$ cat src/w3d_bus_pkg.sv
package w3d_bus_pkg;

	localparam int ADDR_W = 32;
	localparam int DATA_W = 32;
	localparam int STRB_W = DATA_W / 8;

	// One single-beat transaction as a host issues it
	typedef struct packed {
		logic [ADDR_W-1:0] addr;
		logic              write;
		logic [DATA_W-1:0] wdata;
		logic [STRB_W-1:0] wstrb;  // Byte enables for writes
	} bus_req_t;

	typedef struct packed {
		logic [DATA_W-1:0] rdata;  // Zero on writes and on errors
		logic              err;
	} bus_rsp_t;

	// Answer given by a decoding stage that finds no target for the address
	localparam bus_rsp_t RSP_ERR = '{rdata: '0, err: 1'b1};

endpackage

$ cat src/w3d_map_pkg.sv
package w3d_map_pkg;

	// Top three address bits select the region
	localparam logic [2:0] REGION_DRAM = 3'd0;  // 0x0000_0000 up to 0x1fff_ffff
	localparam logic [2:0] REGION_MMIO = 3'd1;  // 0x2000_0000 up to 0x3fff_ffff

	localparam logic UNIT_GFX_CTRL    = 1'b0;  // 0x2000_0000 window
	localparam logic UNIT_EXTERNAL_IO = 1'b1;  // 0x3000_0000 window

	// Highest implemented register offset inside an MMIO unit
	localparam logic [27:0] MMIO_REG_LAST = 28'h0ff_ffff;

	// One address word, read as a DRAM address or as an MMIO register address
	typedef union packed {
		struct packed {
			logic [2:0]  region;
			logic [28:0] offset;
		} dram;
		struct packed {
			logic [2:0]  region;
			logic        unit;
			logic [27:0] reg_addr;  // Bits 27:24 set means a reserved register
		} mmio;
	} map_addr_u;

endpackage

$ cat src/w3d_interconnect_host_data.sv
`timescale 1ns/1ns

module w3d_interconnect_host_data
	import w3d_bus_pkg::*;
	import w3d_map_pkg::*;
(
	input  logic     clk,
	input  logic     rst,

	input  logic     host_req_valid,
	output logic     host_req_ready,
	input  bus_req_t host_req,
	output logic     host_rsp_valid,
	input  logic     host_rsp_ready,
	output bus_rsp_t host_rsp,

	output logic     dram_req_valid,
	input  logic     dram_req_ready,
	output bus_req_t dram_req,
	input  logic     dram_rsp_valid,
	output logic     dram_rsp_ready,
	input  bus_rsp_t dram_rsp,

	output logic     mmio_req_valid,
	input  logic     mmio_req_ready,
	output bus_req_t mmio_req,
	input  logic     mmio_rsp_valid,
	output logic     mmio_rsp_ready,
	input  bus_rsp_t mmio_rsp
);

	map_addr_u addr;
	logic      hit_dram;
	logic      hit_mmio;
	logic      accept;
	logic      busy;
	logic      own_dram;
	logic      own_mmio;
	bus_req_t  req_q;

	assign addr     = host_req.addr;
	assign hit_dram = addr.dram.region == REGION_DRAM;
	assign hit_mmio = addr.dram.region == REGION_MMIO;

	assign host_req_ready = !busy;
	assign accept         = host_req_valid && host_req_ready;

	always_ff @(posedge clk) begin
		if (accept)
			req_q <= host_req;
	end

	assign dram_req = req_q;
	assign mmio_req = req_q;

	always_ff @(posedge clk) begin
		if (rst) begin
			busy           <= 1'b0;
			own_dram       <= 1'b0;
			own_mmio       <= 1'b0;
			dram_req_valid <= 1'b0;
			mmio_req_valid <= 1'b0;
		end else if (accept) begin
			busy           <= 1'b1;
			own_dram       <= hit_dram;  // Neither owner set means an unmapped access
			own_mmio       <= hit_mmio;
			dram_req_valid <= hit_dram;
			mmio_req_valid <= hit_mmio;
		end else begin
			if (dram_req_ready)
				dram_req_valid <= 1'b0;
			if (mmio_req_ready)
				mmio_req_valid <= 1'b0;
			if (host_rsp_valid && host_rsp_ready)
				busy <= 1'b0;
		end
	end

	// Only the owning target may answer and an unmapped access is answered here
	always_comb begin
		host_rsp_valid = busy;
		host_rsp       = RSP_ERR;
		if (own_dram) begin
			host_rsp_valid = busy && dram_rsp_valid;
			host_rsp       = dram_rsp;
		end else if (own_mmio) begin
			host_rsp_valid = busy && mmio_rsp_valid;
			host_rsp       = mmio_rsp;
		end
	end

	assign dram_rsp_ready = busy && own_dram && host_rsp_ready;
	assign mmio_rsp_ready = busy && own_mmio && host_rsp_ready;

	a_no_rsp_when_idle: assert property (@(posedge clk) disable iff (rst)
		dram_rsp_valid || mmio_rsp_valid |-> busy)
		else $error("Target response while the data-bus router is idle");

endmodule

$ cat src/w3d_interconnect_host_mmio.sv
`timescale 1ns/1ns

module w3d_interconnect_host_mmio
	import w3d_bus_pkg::*;
	import w3d_map_pkg::*;
(
	input  logic     clk,
	input  logic     rst,

	input  logic     host_req_valid,
	output logic     host_req_ready,
	input  bus_req_t host_req,
	output logic     host_rsp_valid,
	input  logic     host_rsp_ready,
	output bus_rsp_t host_rsp,

	output logic     gfx_ctrl_req_valid,
	input  logic     gfx_ctrl_req_ready,
	output bus_req_t gfx_ctrl_req,
	input  logic     gfx_ctrl_rsp_valid,
	output logic     gfx_ctrl_rsp_ready,
	input  bus_rsp_t gfx_ctrl_rsp,

	output logic     external_io_req_valid,
	input  logic     external_io_req_ready,
	output bus_req_t external_io_req,
	input  logic     external_io_rsp_valid,
	output logic     external_io_rsp_ready,
	input  bus_rsp_t external_io_rsp
);

	map_addr_u addr;
	logic      reserved;
	logic      hit_gfx;
	logic      hit_ext;
	logic      accept;
	logic      busy;
	logic      own_gfx;
	logic      own_ext;
	bus_req_t  req_q;

	assign addr     = host_req.addr;
	assign reserved = addr.mmio.reg_addr > MMIO_REG_LAST;
	assign hit_gfx  = !reserved && addr.mmio.unit == UNIT_GFX_CTRL;
	assign hit_ext  = !reserved && addr.mmio.unit == UNIT_EXTERNAL_IO;

	assign host_req_ready = !busy;
	assign accept         = host_req_valid && host_req_ready;

	always_ff @(posedge clk) begin
		if (accept)
			req_q <= host_req;
	end

	assign gfx_ctrl_req    = req_q;
	assign external_io_req = req_q;

	always_ff @(posedge clk) begin
		if (rst) begin
			busy                  <= 1'b0;
			own_gfx               <= 1'b0;
			own_ext               <= 1'b0;
			gfx_ctrl_req_valid    <= 1'b0;
			external_io_req_valid <= 1'b0;
		end else if (accept) begin
			busy                  <= 1'b1;
			own_gfx               <= hit_gfx;
			own_ext               <= hit_ext;
			gfx_ctrl_req_valid    <= hit_gfx;
			external_io_req_valid <= hit_ext;
		end else begin
			if (gfx_ctrl_req_ready)
				gfx_ctrl_req_valid <= 1'b0;
			if (external_io_req_ready)
				external_io_req_valid <= 1'b0;
			if (host_rsp_valid && host_rsp_ready)
				busy <= 1'b0;
		end
	end

	always_comb begin
		host_rsp_valid = busy;  // A reserved register is answered with an error
		host_rsp       = RSP_ERR;
		if (own_gfx) begin
			host_rsp_valid = busy && gfx_ctrl_rsp_valid;
			host_rsp       = gfx_ctrl_rsp;
		end else if (own_ext) begin
			host_rsp_valid = busy && external_io_rsp_valid;
			host_rsp       = external_io_rsp;
		end
	end

	assign gfx_ctrl_rsp_ready    = busy && own_gfx && host_rsp_ready;
	assign external_io_rsp_ready = busy && own_ext && host_rsp_ready;

	// A stalled request keeps its valid and payload until the unit takes it
	property p_req_held(logic v, logic r, bus_req_t p);
		@(posedge clk) disable iff (rst) v && !r |=> v && $stable(p);
	endproperty

	a_gfx_req_held: assert property (p_req_held(gfx_ctrl_req_valid, gfx_ctrl_req_ready,
		gfx_ctrl_req))
		else $error("Graphics-control request changed under back-pressure");

	a_ext_req_held: assert property (p_req_held(external_io_req_valid, external_io_req_ready,
		external_io_req))
		else $error("External-I/O request changed under back-pressure");

endmodule

$ cat src/w3d_interconnect_dram.sv
`timescale 1ns/1ns

module w3d_interconnect_dram
	import w3d_bus_pkg::*;
(
	input  logic     clk,
	input  logic     rst,

	input  logic     host_dbus_req_valid,
	output logic     host_dbus_req_ready,
	input  bus_req_t host_dbus_req,
	output logic     host_dbus_rsp_valid,
	input  logic     host_dbus_rsp_ready,
	output bus_rsp_t host_dbus_rsp,

	input  logic     host_ibus_req_valid,
	output logic     host_ibus_req_ready,
	input  bus_req_t host_ibus_req,
	output logic     host_ibus_rsp_valid,
	input  logic     host_ibus_rsp_ready,
	output bus_rsp_t host_ibus_rsp,

	output logic     dram_req_valid,
	input  logic     dram_req_ready,
	output bus_req_t dram_req,
	input  logic     dram_rsp_valid,
	output logic     dram_rsp_ready,
	input  bus_rsp_t dram_rsp
);

	logic     busy;
	logic     last_ibus;  // Last grant, which is also the owner while busy
	logic     gnt_dbus;
	logic     gnt_ibus;
	bus_req_t req_q;

	// The master not granted last wins a tie and a lone requester always gets through
	assign host_dbus_req_ready = !busy && (last_ibus || !host_ibus_req_valid);
	assign host_ibus_req_ready = !busy && (!last_ibus || !host_dbus_req_valid);

	assign gnt_dbus = host_dbus_req_valid && host_dbus_req_ready;
	assign gnt_ibus = host_ibus_req_valid && host_ibus_req_ready;

	always_ff @(posedge clk) begin
		if (gnt_ibus)
			req_q <= host_ibus_req;
		else if (gnt_dbus)
			req_q <= host_dbus_req;
	end

	assign dram_req = req_q;

	always_ff @(posedge clk) begin
		if (rst) begin
			busy           <= 1'b0;
			last_ibus      <= 1'b1;
			dram_req_valid <= 1'b0;
		end else if (gnt_dbus || gnt_ibus) begin
			busy           <= 1'b1;
			last_ibus      <= gnt_ibus;
			dram_req_valid <= 1'b1;
		end else begin
			if (dram_req_ready)
				dram_req_valid <= 1'b0;
			if (dram_rsp_valid && dram_rsp_ready)
				busy <= 1'b0;
		end
	end

	assign host_dbus_rsp_valid = busy && !last_ibus && dram_rsp_valid;
	assign host_ibus_rsp_valid = busy && last_ibus && dram_rsp_valid;
	assign host_dbus_rsp       = dram_rsp;
	assign host_ibus_rsp       = dram_rsp;

	assign dram_rsp_ready = busy && (last_ibus ? host_ibus_rsp_ready : host_dbus_rsp_ready);

	a_one_grant: assert property (@(posedge clk) disable iff (rst)
		!(gnt_dbus && gnt_ibus))
		else $error("DRAM granted to both buses in one cycle");

endmodule

$ cat src/w3d_interconnect.sv
`timescale 1ns/1ns

module w3d_interconnect
	import w3d_bus_pkg::*;
(
	input  logic     clk,
	input  logic     rst,

	input  logic     host_dbus_req_valid,
	output logic     host_dbus_req_ready,
	input  bus_req_t host_dbus_req,
	output logic     host_dbus_rsp_valid,
	input  logic     host_dbus_rsp_ready,
	output bus_rsp_t host_dbus_rsp,

	input  logic     host_ibus_req_valid,
	output logic     host_ibus_req_ready,
	input  bus_req_t host_ibus_req,
	output logic     host_ibus_rsp_valid,
	input  logic     host_ibus_rsp_ready,
	output bus_rsp_t host_ibus_rsp,

	output logic     dram_req_valid,
	input  logic     dram_req_ready,
	output bus_req_t dram_req,
	input  logic     dram_rsp_valid,
	output logic     dram_rsp_ready,
	input  bus_rsp_t dram_rsp,

	output logic     gfx_ctrl_req_valid,
	input  logic     gfx_ctrl_req_ready,
	output bus_req_t gfx_ctrl_req,
	input  logic     gfx_ctrl_rsp_valid,
	output logic     gfx_ctrl_rsp_ready,
	input  bus_rsp_t gfx_ctrl_rsp,

	output logic     external_io_req_valid,
	input  logic     external_io_req_ready,
	output bus_req_t external_io_req,
	input  logic     external_io_rsp_valid,
	output logic     external_io_rsp_ready,
	input  bus_rsp_t external_io_rsp
);

	// Data-bus DRAM traffic on its way to the arbiter
	logic     dbus_dram_req_valid;
	logic     dbus_dram_req_ready;
	bus_req_t dbus_dram_req;
	logic     dbus_dram_rsp_valid;
	logic     dbus_dram_rsp_ready;
	bus_rsp_t dbus_dram_rsp;

	logic     dbus_mmio_req_valid;
	logic     dbus_mmio_req_ready;
	bus_req_t dbus_mmio_req;
	logic     dbus_mmio_rsp_valid;
	logic     dbus_mmio_rsp_ready;
	bus_rsp_t dbus_mmio_rsp;

	w3d_interconnect_host_data data
	(
		.clk,
		.rst,
		.host_req_valid(host_dbus_req_valid),
		.host_req_ready(host_dbus_req_ready),
		.host_req(host_dbus_req),
		.host_rsp_valid(host_dbus_rsp_valid),
		.host_rsp_ready(host_dbus_rsp_ready),
		.host_rsp(host_dbus_rsp),
		.dram_req_valid(dbus_dram_req_valid),
		.dram_req_ready(dbus_dram_req_ready),
		.dram_req(dbus_dram_req),
		.dram_rsp_valid(dbus_dram_rsp_valid),
		.dram_rsp_ready(dbus_dram_rsp_ready),
		.dram_rsp(dbus_dram_rsp),
		.mmio_req_valid(dbus_mmio_req_valid),
		.mmio_req_ready(dbus_mmio_req_ready),
		.mmio_req(dbus_mmio_req),
		.mmio_rsp_valid(dbus_mmio_rsp_valid),
		.mmio_rsp_ready(dbus_mmio_rsp_ready),
		.mmio_rsp(dbus_mmio_rsp)
	);

	w3d_interconnect_host_mmio mmio
	(
		.*,
		.host_req_valid(dbus_mmio_req_valid),
		.host_req_ready(dbus_mmio_req_ready),
		.host_req(dbus_mmio_req),
		.host_rsp_valid(dbus_mmio_rsp_valid),
		.host_rsp_ready(dbus_mmio_rsp_ready),
		.host_rsp(dbus_mmio_rsp)
	);

	// Instruction bus and DRAM ports connect by name
	w3d_interconnect_dram mem
	(
		.*,
		.host_dbus_req_valid(dbus_dram_req_valid),
		.host_dbus_req_ready(dbus_dram_req_ready),
		.host_dbus_req(dbus_dram_req),
		.host_dbus_rsp_valid(dbus_dram_rsp_valid),
		.host_dbus_rsp_ready(dbus_dram_rsp_ready),
		.host_dbus_rsp(dbus_dram_rsp)
	);

endmodule

$ cat config.mk
export PLATFORM = sky130hd
export DESIGN_NAME = w3d_interconnect
export DESIGN_NICKNAME = d
export VERILOG_FILES = /design/src/w3d_bus_pkg.sv /design/src/w3d_map_pkg.sv /design/src/w3d_interconnect_host_data.sv /design/src/w3d_interconnect_host_mmio.sv /design/src/w3d_interconnect_dram.sv /design/src/w3d_interconnect.sv
export SDC_FILE = /design/constraint.sdc
export NUM_CORES = 1
export LEC_CHECK = 0
export ABC_AREA = 1
export BUFFER_PORTS_ARGS = -buffer_cell sky130_fd_sc_hd__buf_2
export CORE_AREA = 2 2 205 207
export CTS_BUF_LIST = sky130_fd_sc_hd__clkbuf_4
export CTS_CLUSTER_DIAMETER = 60
export DETAILED_ROUTE_END_ITERATION = 6
export DIE_AREA = 0 0 207 209
export SLEW_MARGIN = 20
export SYNTH_ARGS = -nofsm -noshare
export SYNTH_HDL_FRONTEND = slang
export SYNTH_SLANG_ARGS = --single-unit
export TNS_END_PERCENT = 10
$ cat constraint.sdc
create_clock -name clk -period 4.44 [get_ports clk]
set_clock_uncertainty 0.1 [all_clocks]
set_input_delay 0.444 -clock clk [delete_from_list [all_inputs] [get_ports clk]]
set_output_delay 0.444 -clock clk [all_outputs]
set_load 0.02 [all_outputs]
# After elaboration in Yosys (flattened, before gate mapping)
# Index checks and enable logic that the tools add are counted.
# word_totals
regBits	220
latch_bits	0
ramBits	0
romBits	0
inputBits	249
out_inout_bits	283
elab_cells	103
mem_count	0
# classes
n_addsub	0
n_mul	0
n_div	0
order_cmp	1
eq_ne	2
shift	0
muxes	27
n_bitwise	1
reduce_logical	47
# op_table
operator	count
$mux W69	2
$mux W33	4
$gt A28 B24 Y1 const B	1
$logic_and A1 B1 Y1	28
$mux W1	21
$reduce_bool A2 Y1	8
$logic_not A1 Y1	7
$eq A3 B1 Y1 const B	1
$logic_not A3 Y1	1
$logic_or A1 B1 Y1	3
$ne A2 B2 Y1 const B	1
$not A1 Y1	1

# Logic depth before layout (Yosys ltp)
# Gate-level depths: netlist (run 1).
# logic_depth
word_depth	9
ltp_mapped	10
ltp_nobuf	10

# Hierarchy
# Synthesis (run 1) repeated with hierarchy kept, for this count alone.
# unflattened
hier_cells	817
area_unflattened_um2	10415.0
# modules_own_cells
module	n_inst	cells_per_inst	area_each_um2	seq_area_each_um2
w3d_interconnect_dram	1	386	3972.6	2132.0
w3d_interconnect_host_mmio	1	216	3223.1	2172.1
w3d_interconnect_host_data	1	215	3219.3	2172.1

# Least setup slack after synthesis (run 1)
# Ideal clock, no wire load.
# synth_path
path_type	register to register
start	reg data.mmio_req_valid
end	reg mmio.external_io_req_valid
setup_time_ps	70
t_arrival_ps	4113
required_time_ps	4270
path_slack_ps	156
stages_incl_launch_ff	7
n_path_buf	0
synth_period_minus_slack_ps	4284
cell_sequence	dfxtp_1 -> inv_1 -> nor2_1 -> inv_1 -> nor2_1 -> nand2_1 -> a21oi_1
# synth_between
elab_chain_cells	2
word_cells_on_any_way	3
classes_between	1 x mux; 2 x reduce/logical
# synth_rtl
item	line_no	rtl
from (decl)	w3d_interconnect_host_data.sv:24	output logic mmio_req_valid,
from (signal assigned)	w3d_interconnect_host_data.sv:68	mmio_req_valid <= hit_mmio;
$logic_and A1 B1 Y1 *	w3d_interconnect_host_mmio.sv:48	assign accept = host_req_valid && host_req_ready;
net mmio.accept	w3d_interconnect_host_mmio.sv:36	logic accept;
$mux W1 or $reduce_bool A2 Y1 (tied branches)	n/a	
to (signal assigned)	w3d_interconnect_host_mmio.sv:70	external_io_req_valid <= hit_ext;
to (decl)	w3d_interconnect_host_mmio.sv:24	output logic external_io_req_valid,
# Mark *: on every way through the listed nets, which the timed path passes. The rest lies on a longest branch.
# A chain may end at the register's enable or synchronous reset.

==> results of run 1 <==
==> layout by cell type (no fill, tap or decap) <==
master         instances
nand3_1                4
buf_2                531
a22oi_1               33
a21oi_1               18
mux2_2                36
diode_2                8
dlygate4sd3_1        151
nand2_4                2
o211ai_1               1
nor2_4                 2
inv_1                 23
inv_2                  1
o221ai_1               1
nand2_1               53
clkinv_1               5
mux2_4                28
buf_4                  8
bufinv_16              1
a21oi_2                1
clkbuf_4              96
and3_1                 1
nand4_1                3
nor2_1                17
edfxtp_1             207
dfxtp_1               13
o21ai_0               35
clkinv_2               3
==> kinds of logic (layout without fill, tap and decap cells) <==
family,after synthesis,count (layout),share of synthesized area
buffers and inverters,149,819,0.1074
AO/OA/AOI/OAI,89,89,0.05878
flip-flops,220,220,0.7075
other,0,8,0
AND/OR/NAND/NOR,82,82,0.03609
multiplexers,64,64,0.09021
==> sequential cells by signal, summed over array words and instances (netlist names) <==
register	flops
mmio.external_io_req_valid	1
mem.dram_req	69
mmio.gfx_ctrl_req_valid	1
data.busy	1
mem.dram_req_valid	1
mmio.own_ext	1
mmio.own_gfx	1
mmio.busy	1
mmio.external_io_req	69
mem.last_ibus	1
data.own_dram	1
data.mmio_req_valid	1
data.own_mmio	1
data.dram_req	69
mem.busy	1
data.dram_req_valid	1
==> through the flow <==
stage	std cells	setup slack, ps	area, sq um
finish	1821	1386	13990
floorplan	604	156.1	9154
global route	1820	1087	13990
detailed placement	1557	1747	11670
CTS	1813	914.2	13970
global placement	1557	1751	11670
==> timing repair <==
action	in CTS	in global routing
setup buffers	0	0
hold buffers	151	0
endpoints found under the hold margin	150	0
==> per-layer routing <==
layer / track usage / part of all wire / up-vias
met3: 0.03682 / 0.067 / 61
li1: - / - / 3408
met4: 0.07562 / 0.044 / 0
met5: 0 / 0 / -
met2: 0.2532 / 0.52 / 414
met1: 0.1407 / 0.36 / 3418
==> final timing paths <==
| check | from | end | slack (ps) |
|---|---|---|---|
| worst min-delay path | host_dbus_req[41] | data.dram_req[41] | 330 |
| worst max register to register | mem.busy | mem.busy | 1700 |
| worst min register to register | data.dram_req[60] | mmio.external_io_req[60] | 340 |
| worst max-delay path | mmio.own_gfx | host_dbus_rsp[29] | 1390 |
==> where the power goes <==
part | internal, uW | switching, uW | leakage [uW] | total, uW
clock | 1020 | 806 | 0.000476 | 1830
sequential | 2420 | 44.9 | 0.00205 | 2460
combinational | 311 | 361 | 0.00350 | 671
total | 3750 | 1210 | 0.00603 | 4960
==> cell type report <==
cell class,count,area [sq um],area share
Timing Repair Buffer,690,4229,0.3023
Clock inverter,9,62.56,0.004471
Antenna cell,8,20.02,0.001431
Clock buffer,96,720.7,0.05151
Inverter,24,91.34,0.006528
Tap cell,539,674.4,0.04820
Sequential cell,220,6476,0.4629
Multi-Input combinational cell,235,1717,0.1227
==> impl_metrics.py, run 1 <==
metrics = {
    "yosys": {
        "syn_area_per_cell_sq_um": 15.16,
        "synth.net_count": 853,
        "synth_area_sq_um": 9154,
        "yosysUniqueCellTypes": 23,
        "seq_area_frac_synth": 0.7075,
        "yosys_warnings": 0,
        "synth_common_cells": "edfxtp_1, buf_4, nand2_1",
        "synth_top_area_frac": 0.6791,
        "yosysMostFrequentCell": "edfxtp_1",
        "synth_edf_count": 207,
        "synth.area.top_cells": "edfxtp_1, buf_4, mux2_4",
        "synth_cells": 604,
        "ys.flop_type": "edfxtp_1",
        "synth_seq_cells": 220,
        "yosysTopAreaCell": "edfxtp_1",
        "synthArstFlopShare": 0,
    },
    "routing": {
        "drtPass1Iterations": 4,
        "vias_per_cell": 4.009,
        "post-route-drc-count": 0,
        "drtAntennaViolNets": 0,
        "drt_iter0_drc": 334,
        "routed_wirelength_um": 31130,
        "avgRoutedWirePerCell_um": 17.09,
        "vias": 7301,
    },
    "clocking": {
        "cts.sinks": 220,
        "post_cts_resized": 0,
        "cts_made_buffers": 59,
        "cts_root_buffer": "clkbuf_4",
        "htree_num_levels": 2,
        "clk-insertion-delay-late_ps": 720,
        "cts_tree": "done",
        "path_clk_slew_ps": 70,
        "clk_path_buf_depth": 3,
    },
    "place": {
        "placement.io_buffers": 531,
        "gp_congestion": 0.9589,
        "dpl.hpwl_um": 23300,
    },
    "global_route": {
        "antenna_found_initial": 6,
        "grt_pass1_vias": 7633,
        "grt_max_degree": 61,
        "grt.total_usage": 0.1373,
        "grt_pass1_wl_um": 44590,
        "grt_overflow_total": 0,
    },
    "setup_path": {
        "worstSetupPathDepth": 5,
        "critPathSlowestCell": "nor2_4",
        "crit_path_cell_trace": "buf_4 -> nor2_4 -> a22oi_1 -> o21ai_0 -> buf_2",
        "cp_max_fo": 37,
        "critical_path.top_delay_family": "simple AND/OR/NAND/NOR gates",
        "path_buf_inv": 2,
        "critPathLaunchType": "register",
        "critPathKind": "reg2out",
        "worstRegToRegCells": 6,
        "worstPathRequired_ps": 3900,
        "max_stage_delay_ps": 600,
        "worstSetupEndpointType": "primary output",
        "crit_arrival_ps": 2510,
    },
    "timing": {
        "worstMarginPinSlew_ps": 948.6,
        "rsz0062_at_grt": "no",
        "fin_crit_sh": 0.6877,
        "final.min_clock_period_ps": 3054,
        "setup_viol": 0,
        "slew_viol_final": 0,
        "fmax_mhz": 327.5,
        "tns_ps": 0,
        "hold_violations": 0,
        "relSlewSlack": 0.3676,
        "holdWs_ps": 328.1,
    },
    "min_path": {
        "hold_path_class": "in2reg",
        "whs_path_depth": 2,
    },
    "pwr": {
        "p_leak_uw": 0.006028,
        "power.total_uw": 4962,
        "power.density_nw_per_um2": 354.6,
        "ir_drop_v": 0.0002145,
    },
    "finish": {
        "final_nets": 1479,
        "final_util": 0.3388,
        "fill_cells": 4127,
        "synthToLayoutAreaGrowth_pct": 52.84,
        "drive_gt1_frac": 0.5565,
    },
    "die": {
        "die_height_um": 209,
        "initial_utilization": 0.2217,
        "fp.dieArea_sq_um": 43260,
        "ios": 532,
        "rows": 75,
        "coreArea_sq_um": 41290,
        "die_w_um": 207,
    },
    "run": {
        "max_cap_viol_count": 0,
    },
    "outcome": {
        "status": "finished clean",
    },
}
Note: power is estimated with default switching activity, not from simulation.
==> inputs of run 2 (changes only) <==
==> constraint.sdc (replaced) <==
create_clock -name clk -period 2.8 [get_ports clk]
set_clock_uncertainty 0.1 [all_clocks]
set_input_delay 0.28 -clock clk [delete_from_list [all_inputs] [get_ports clk]]
set_output_delay 0.28 -clock clk [all_outputs]
set_load 0.02 [all_outputs]
==> run 2 against run 1 <==
Effect of this change: count of clock-buffer cells in the layout decreased by 19; via count is 2.1% higher; sequential power is 59% higher; sequential cell count is the same; design area is 1.1% higher.
==> impl_metrics.py, run 2 (synthesis results as in run 1) <==
metrics = {
    "timing": {
        "worstMarginPinSlew_ps": 696.3,
        "fmax_mhz": 380.7,
        "fin_crit_sh": 0.9381,
        "slew_viol_final": 0,
        "holdWs_ps": 170.0,
        "hold_violations": 0,
        "setup_ws_ps": 173.2,
        "relSlewSlack": 0.5347,
        "rsz0062_at_grt": "no",
        "setup_viol": 0,
        "tns_ps": 0,
        "final.min_clock_period_ps": 2627,
    },
    "die": {
        "fp.dieArea_sq_um": 43260,
        "coreArea_sq_um": 41290,
        "die_w_um": 207,
        "ios": 532,
        "initial_utilization": 0.2217,
        "die_height_um": 209,
        "rows": 75,
    },
    "finish": {
        "final_cell_mix": "buf_2, edfxtp_1, dlygate4sd3_1, clkbuf_4, nand2_1",
        "multi_input_area_sq_um": 1714,
        "drive_gt1_frac": 0.5464,
        "finalNonFillerCells": 1835,
        "fill_cells": 4128,
        "fin_area_sq_um": 14140,
        "regArea_sq_um": 6476,
        "synthToLayoutAreaGrowth_pct": 54.48,
        "final_common_cell": "buf_2",
        "final_nets": 1495,
    },
    "global_route": {
        "grt.total_usage": 0.1452,
        "grt_max_degree": 68,
        "grtUsageMet3": 0.03351,
        "grt_overflow_total": 0,
        "grt_use_met2": 0.2698,
        "top_usage_layer": "met2",
        "use_met1": 0.1472,
        "grt_pass1_wl_um": 46420,
        "antenna_found_initial": 3,
        "grt_pass1_vias": 7787,
    },
    "place": {
        "dpl.hpwl_um": 24220,
        "gp_congestion": 1.043,
        "pre_cts_slack_ps": 844.0,
        "dpl_cell_area_sq_um": 11780,
        "placed_cells": 1562,
        "placement.io_buffers": 531,
    },
    "setup_path": {
        "cp_max_fo": 33,
        "worstSetupEndpointType": "primary output",
        "crit_arrival_ps": 2250,
        "critPathKind": "reg2out",
        "critPathLaunchType": "register",
        "worstPathRequired_ps": 2420,
    },
    "clocking": {
        "cts_made_buffers": 57,
        "path_clk_slew_ps": 70,
        "cts_root_buffer": "clkbuf_4",
        "clk_path_buf_depth": 3,
        "cts.sinks": 220,
        "htree_num_levels": 2,
        "cts_tree": "done",
        "clk-insertion-delay-late_ps": 700,
    },
    "routing": {
        "drtAntennaViolNets": 0,
        "vias": 7456,
        "post-route-drc-count": 0,
        "vias_per_cell": 4.063,
        "drt_iter0_drc": 289,
        "avgRoutedWirePerCell_um": 17.94,
        "routed_wirelength_um": 32930,
        "drtPass1Iterations": 4,
    },
    "pwr": {
        "ir_drop_v": 0.0001798,
        "p_leak_uw": 0.006069,
        "power.density_nw_per_um2": 539.5,
    },
    "min_path": {
        "hold_path_class": "in2reg",
    },
    "run": {
        "max_cap_viol_count": 0,
    },
    "outcome": {
        "status": "finished clean",
    },
}
-- run 2: area by class of cell --
type	count	share of cell area
Clock buffer	77	0.04088
Timing Repair Buffer	707	0.3161
Sequential cell	220	0.4580
Antenna cell	4	0.0007078
Timing Repair inverter	1	0.0005309
Tap cell	539	0.04769
Multi-Input combinational cell	235	0.1212
Inverter	24	0.006724
Clock inverter	28	0.008140
-- run 2: where the power goes --
group / total, uW / internal (uW) / leakage (uW) / switching (uW)
clock network: 2620 / 1290 / 0.000420 / 1340
registers: 3900 / 3830 / 0.00205 / 74.0
logic: 1110 / 521 / 0.00360 / 585
-- run 2: metal layers --
| layer | wire length (um) | up-vias |
|---|---|---|
| met5 | 0 | - |
| met4 | 1693 | 0 |
| met3 | 2043 | 97 |
| met2 | 17640 | 449 |
| met1 | 11550 | 3467 |
| li1 | - | 3443 |
-- run 2: worst max-delay path, stage by stage (launching register included) --
cell and delay [ps]:
dfxtp_1 310, buf_4 200, nor2_2 170, buf_12 200, a22oi_1 130, o21ai_0 280
buf_2 220
-- run 2: what timing repair did --
item,in CTS,in global routing
resized for setup,1,6
pin swaps,0,0
endpoints found under the setup margin,1,23
cloned,0,1
hold buffers,160,0
buffers inserted,0,3
endpoints found under the hold margin,151,0
-- run 2: final timing paths --
check / from / end / slack [ps] / cells past startpoint
max: mmio.own_gfx / host_dbus_rsp[9] / 170 / 6
min: host_dbus_req[41] / data.dram_req[41] / 170 / 2
max reg2reg: data.mmio_req_valid / mmio.gfx_ctrl_req_valid / 550 / 7
min reg2reg: data.dram_req[68] / mmio.external_io_req[68] / 330 / 0
-- run 2: per-stage QoR --
step                      utilization  total power [uW]
after floorplan                     -              4462
after global placement         0.2854              4880
after detailed placement       0.2854              4898
after CTS                      0.3411              7769
after global routing           0.3425              8025
final                          0.3425              7630
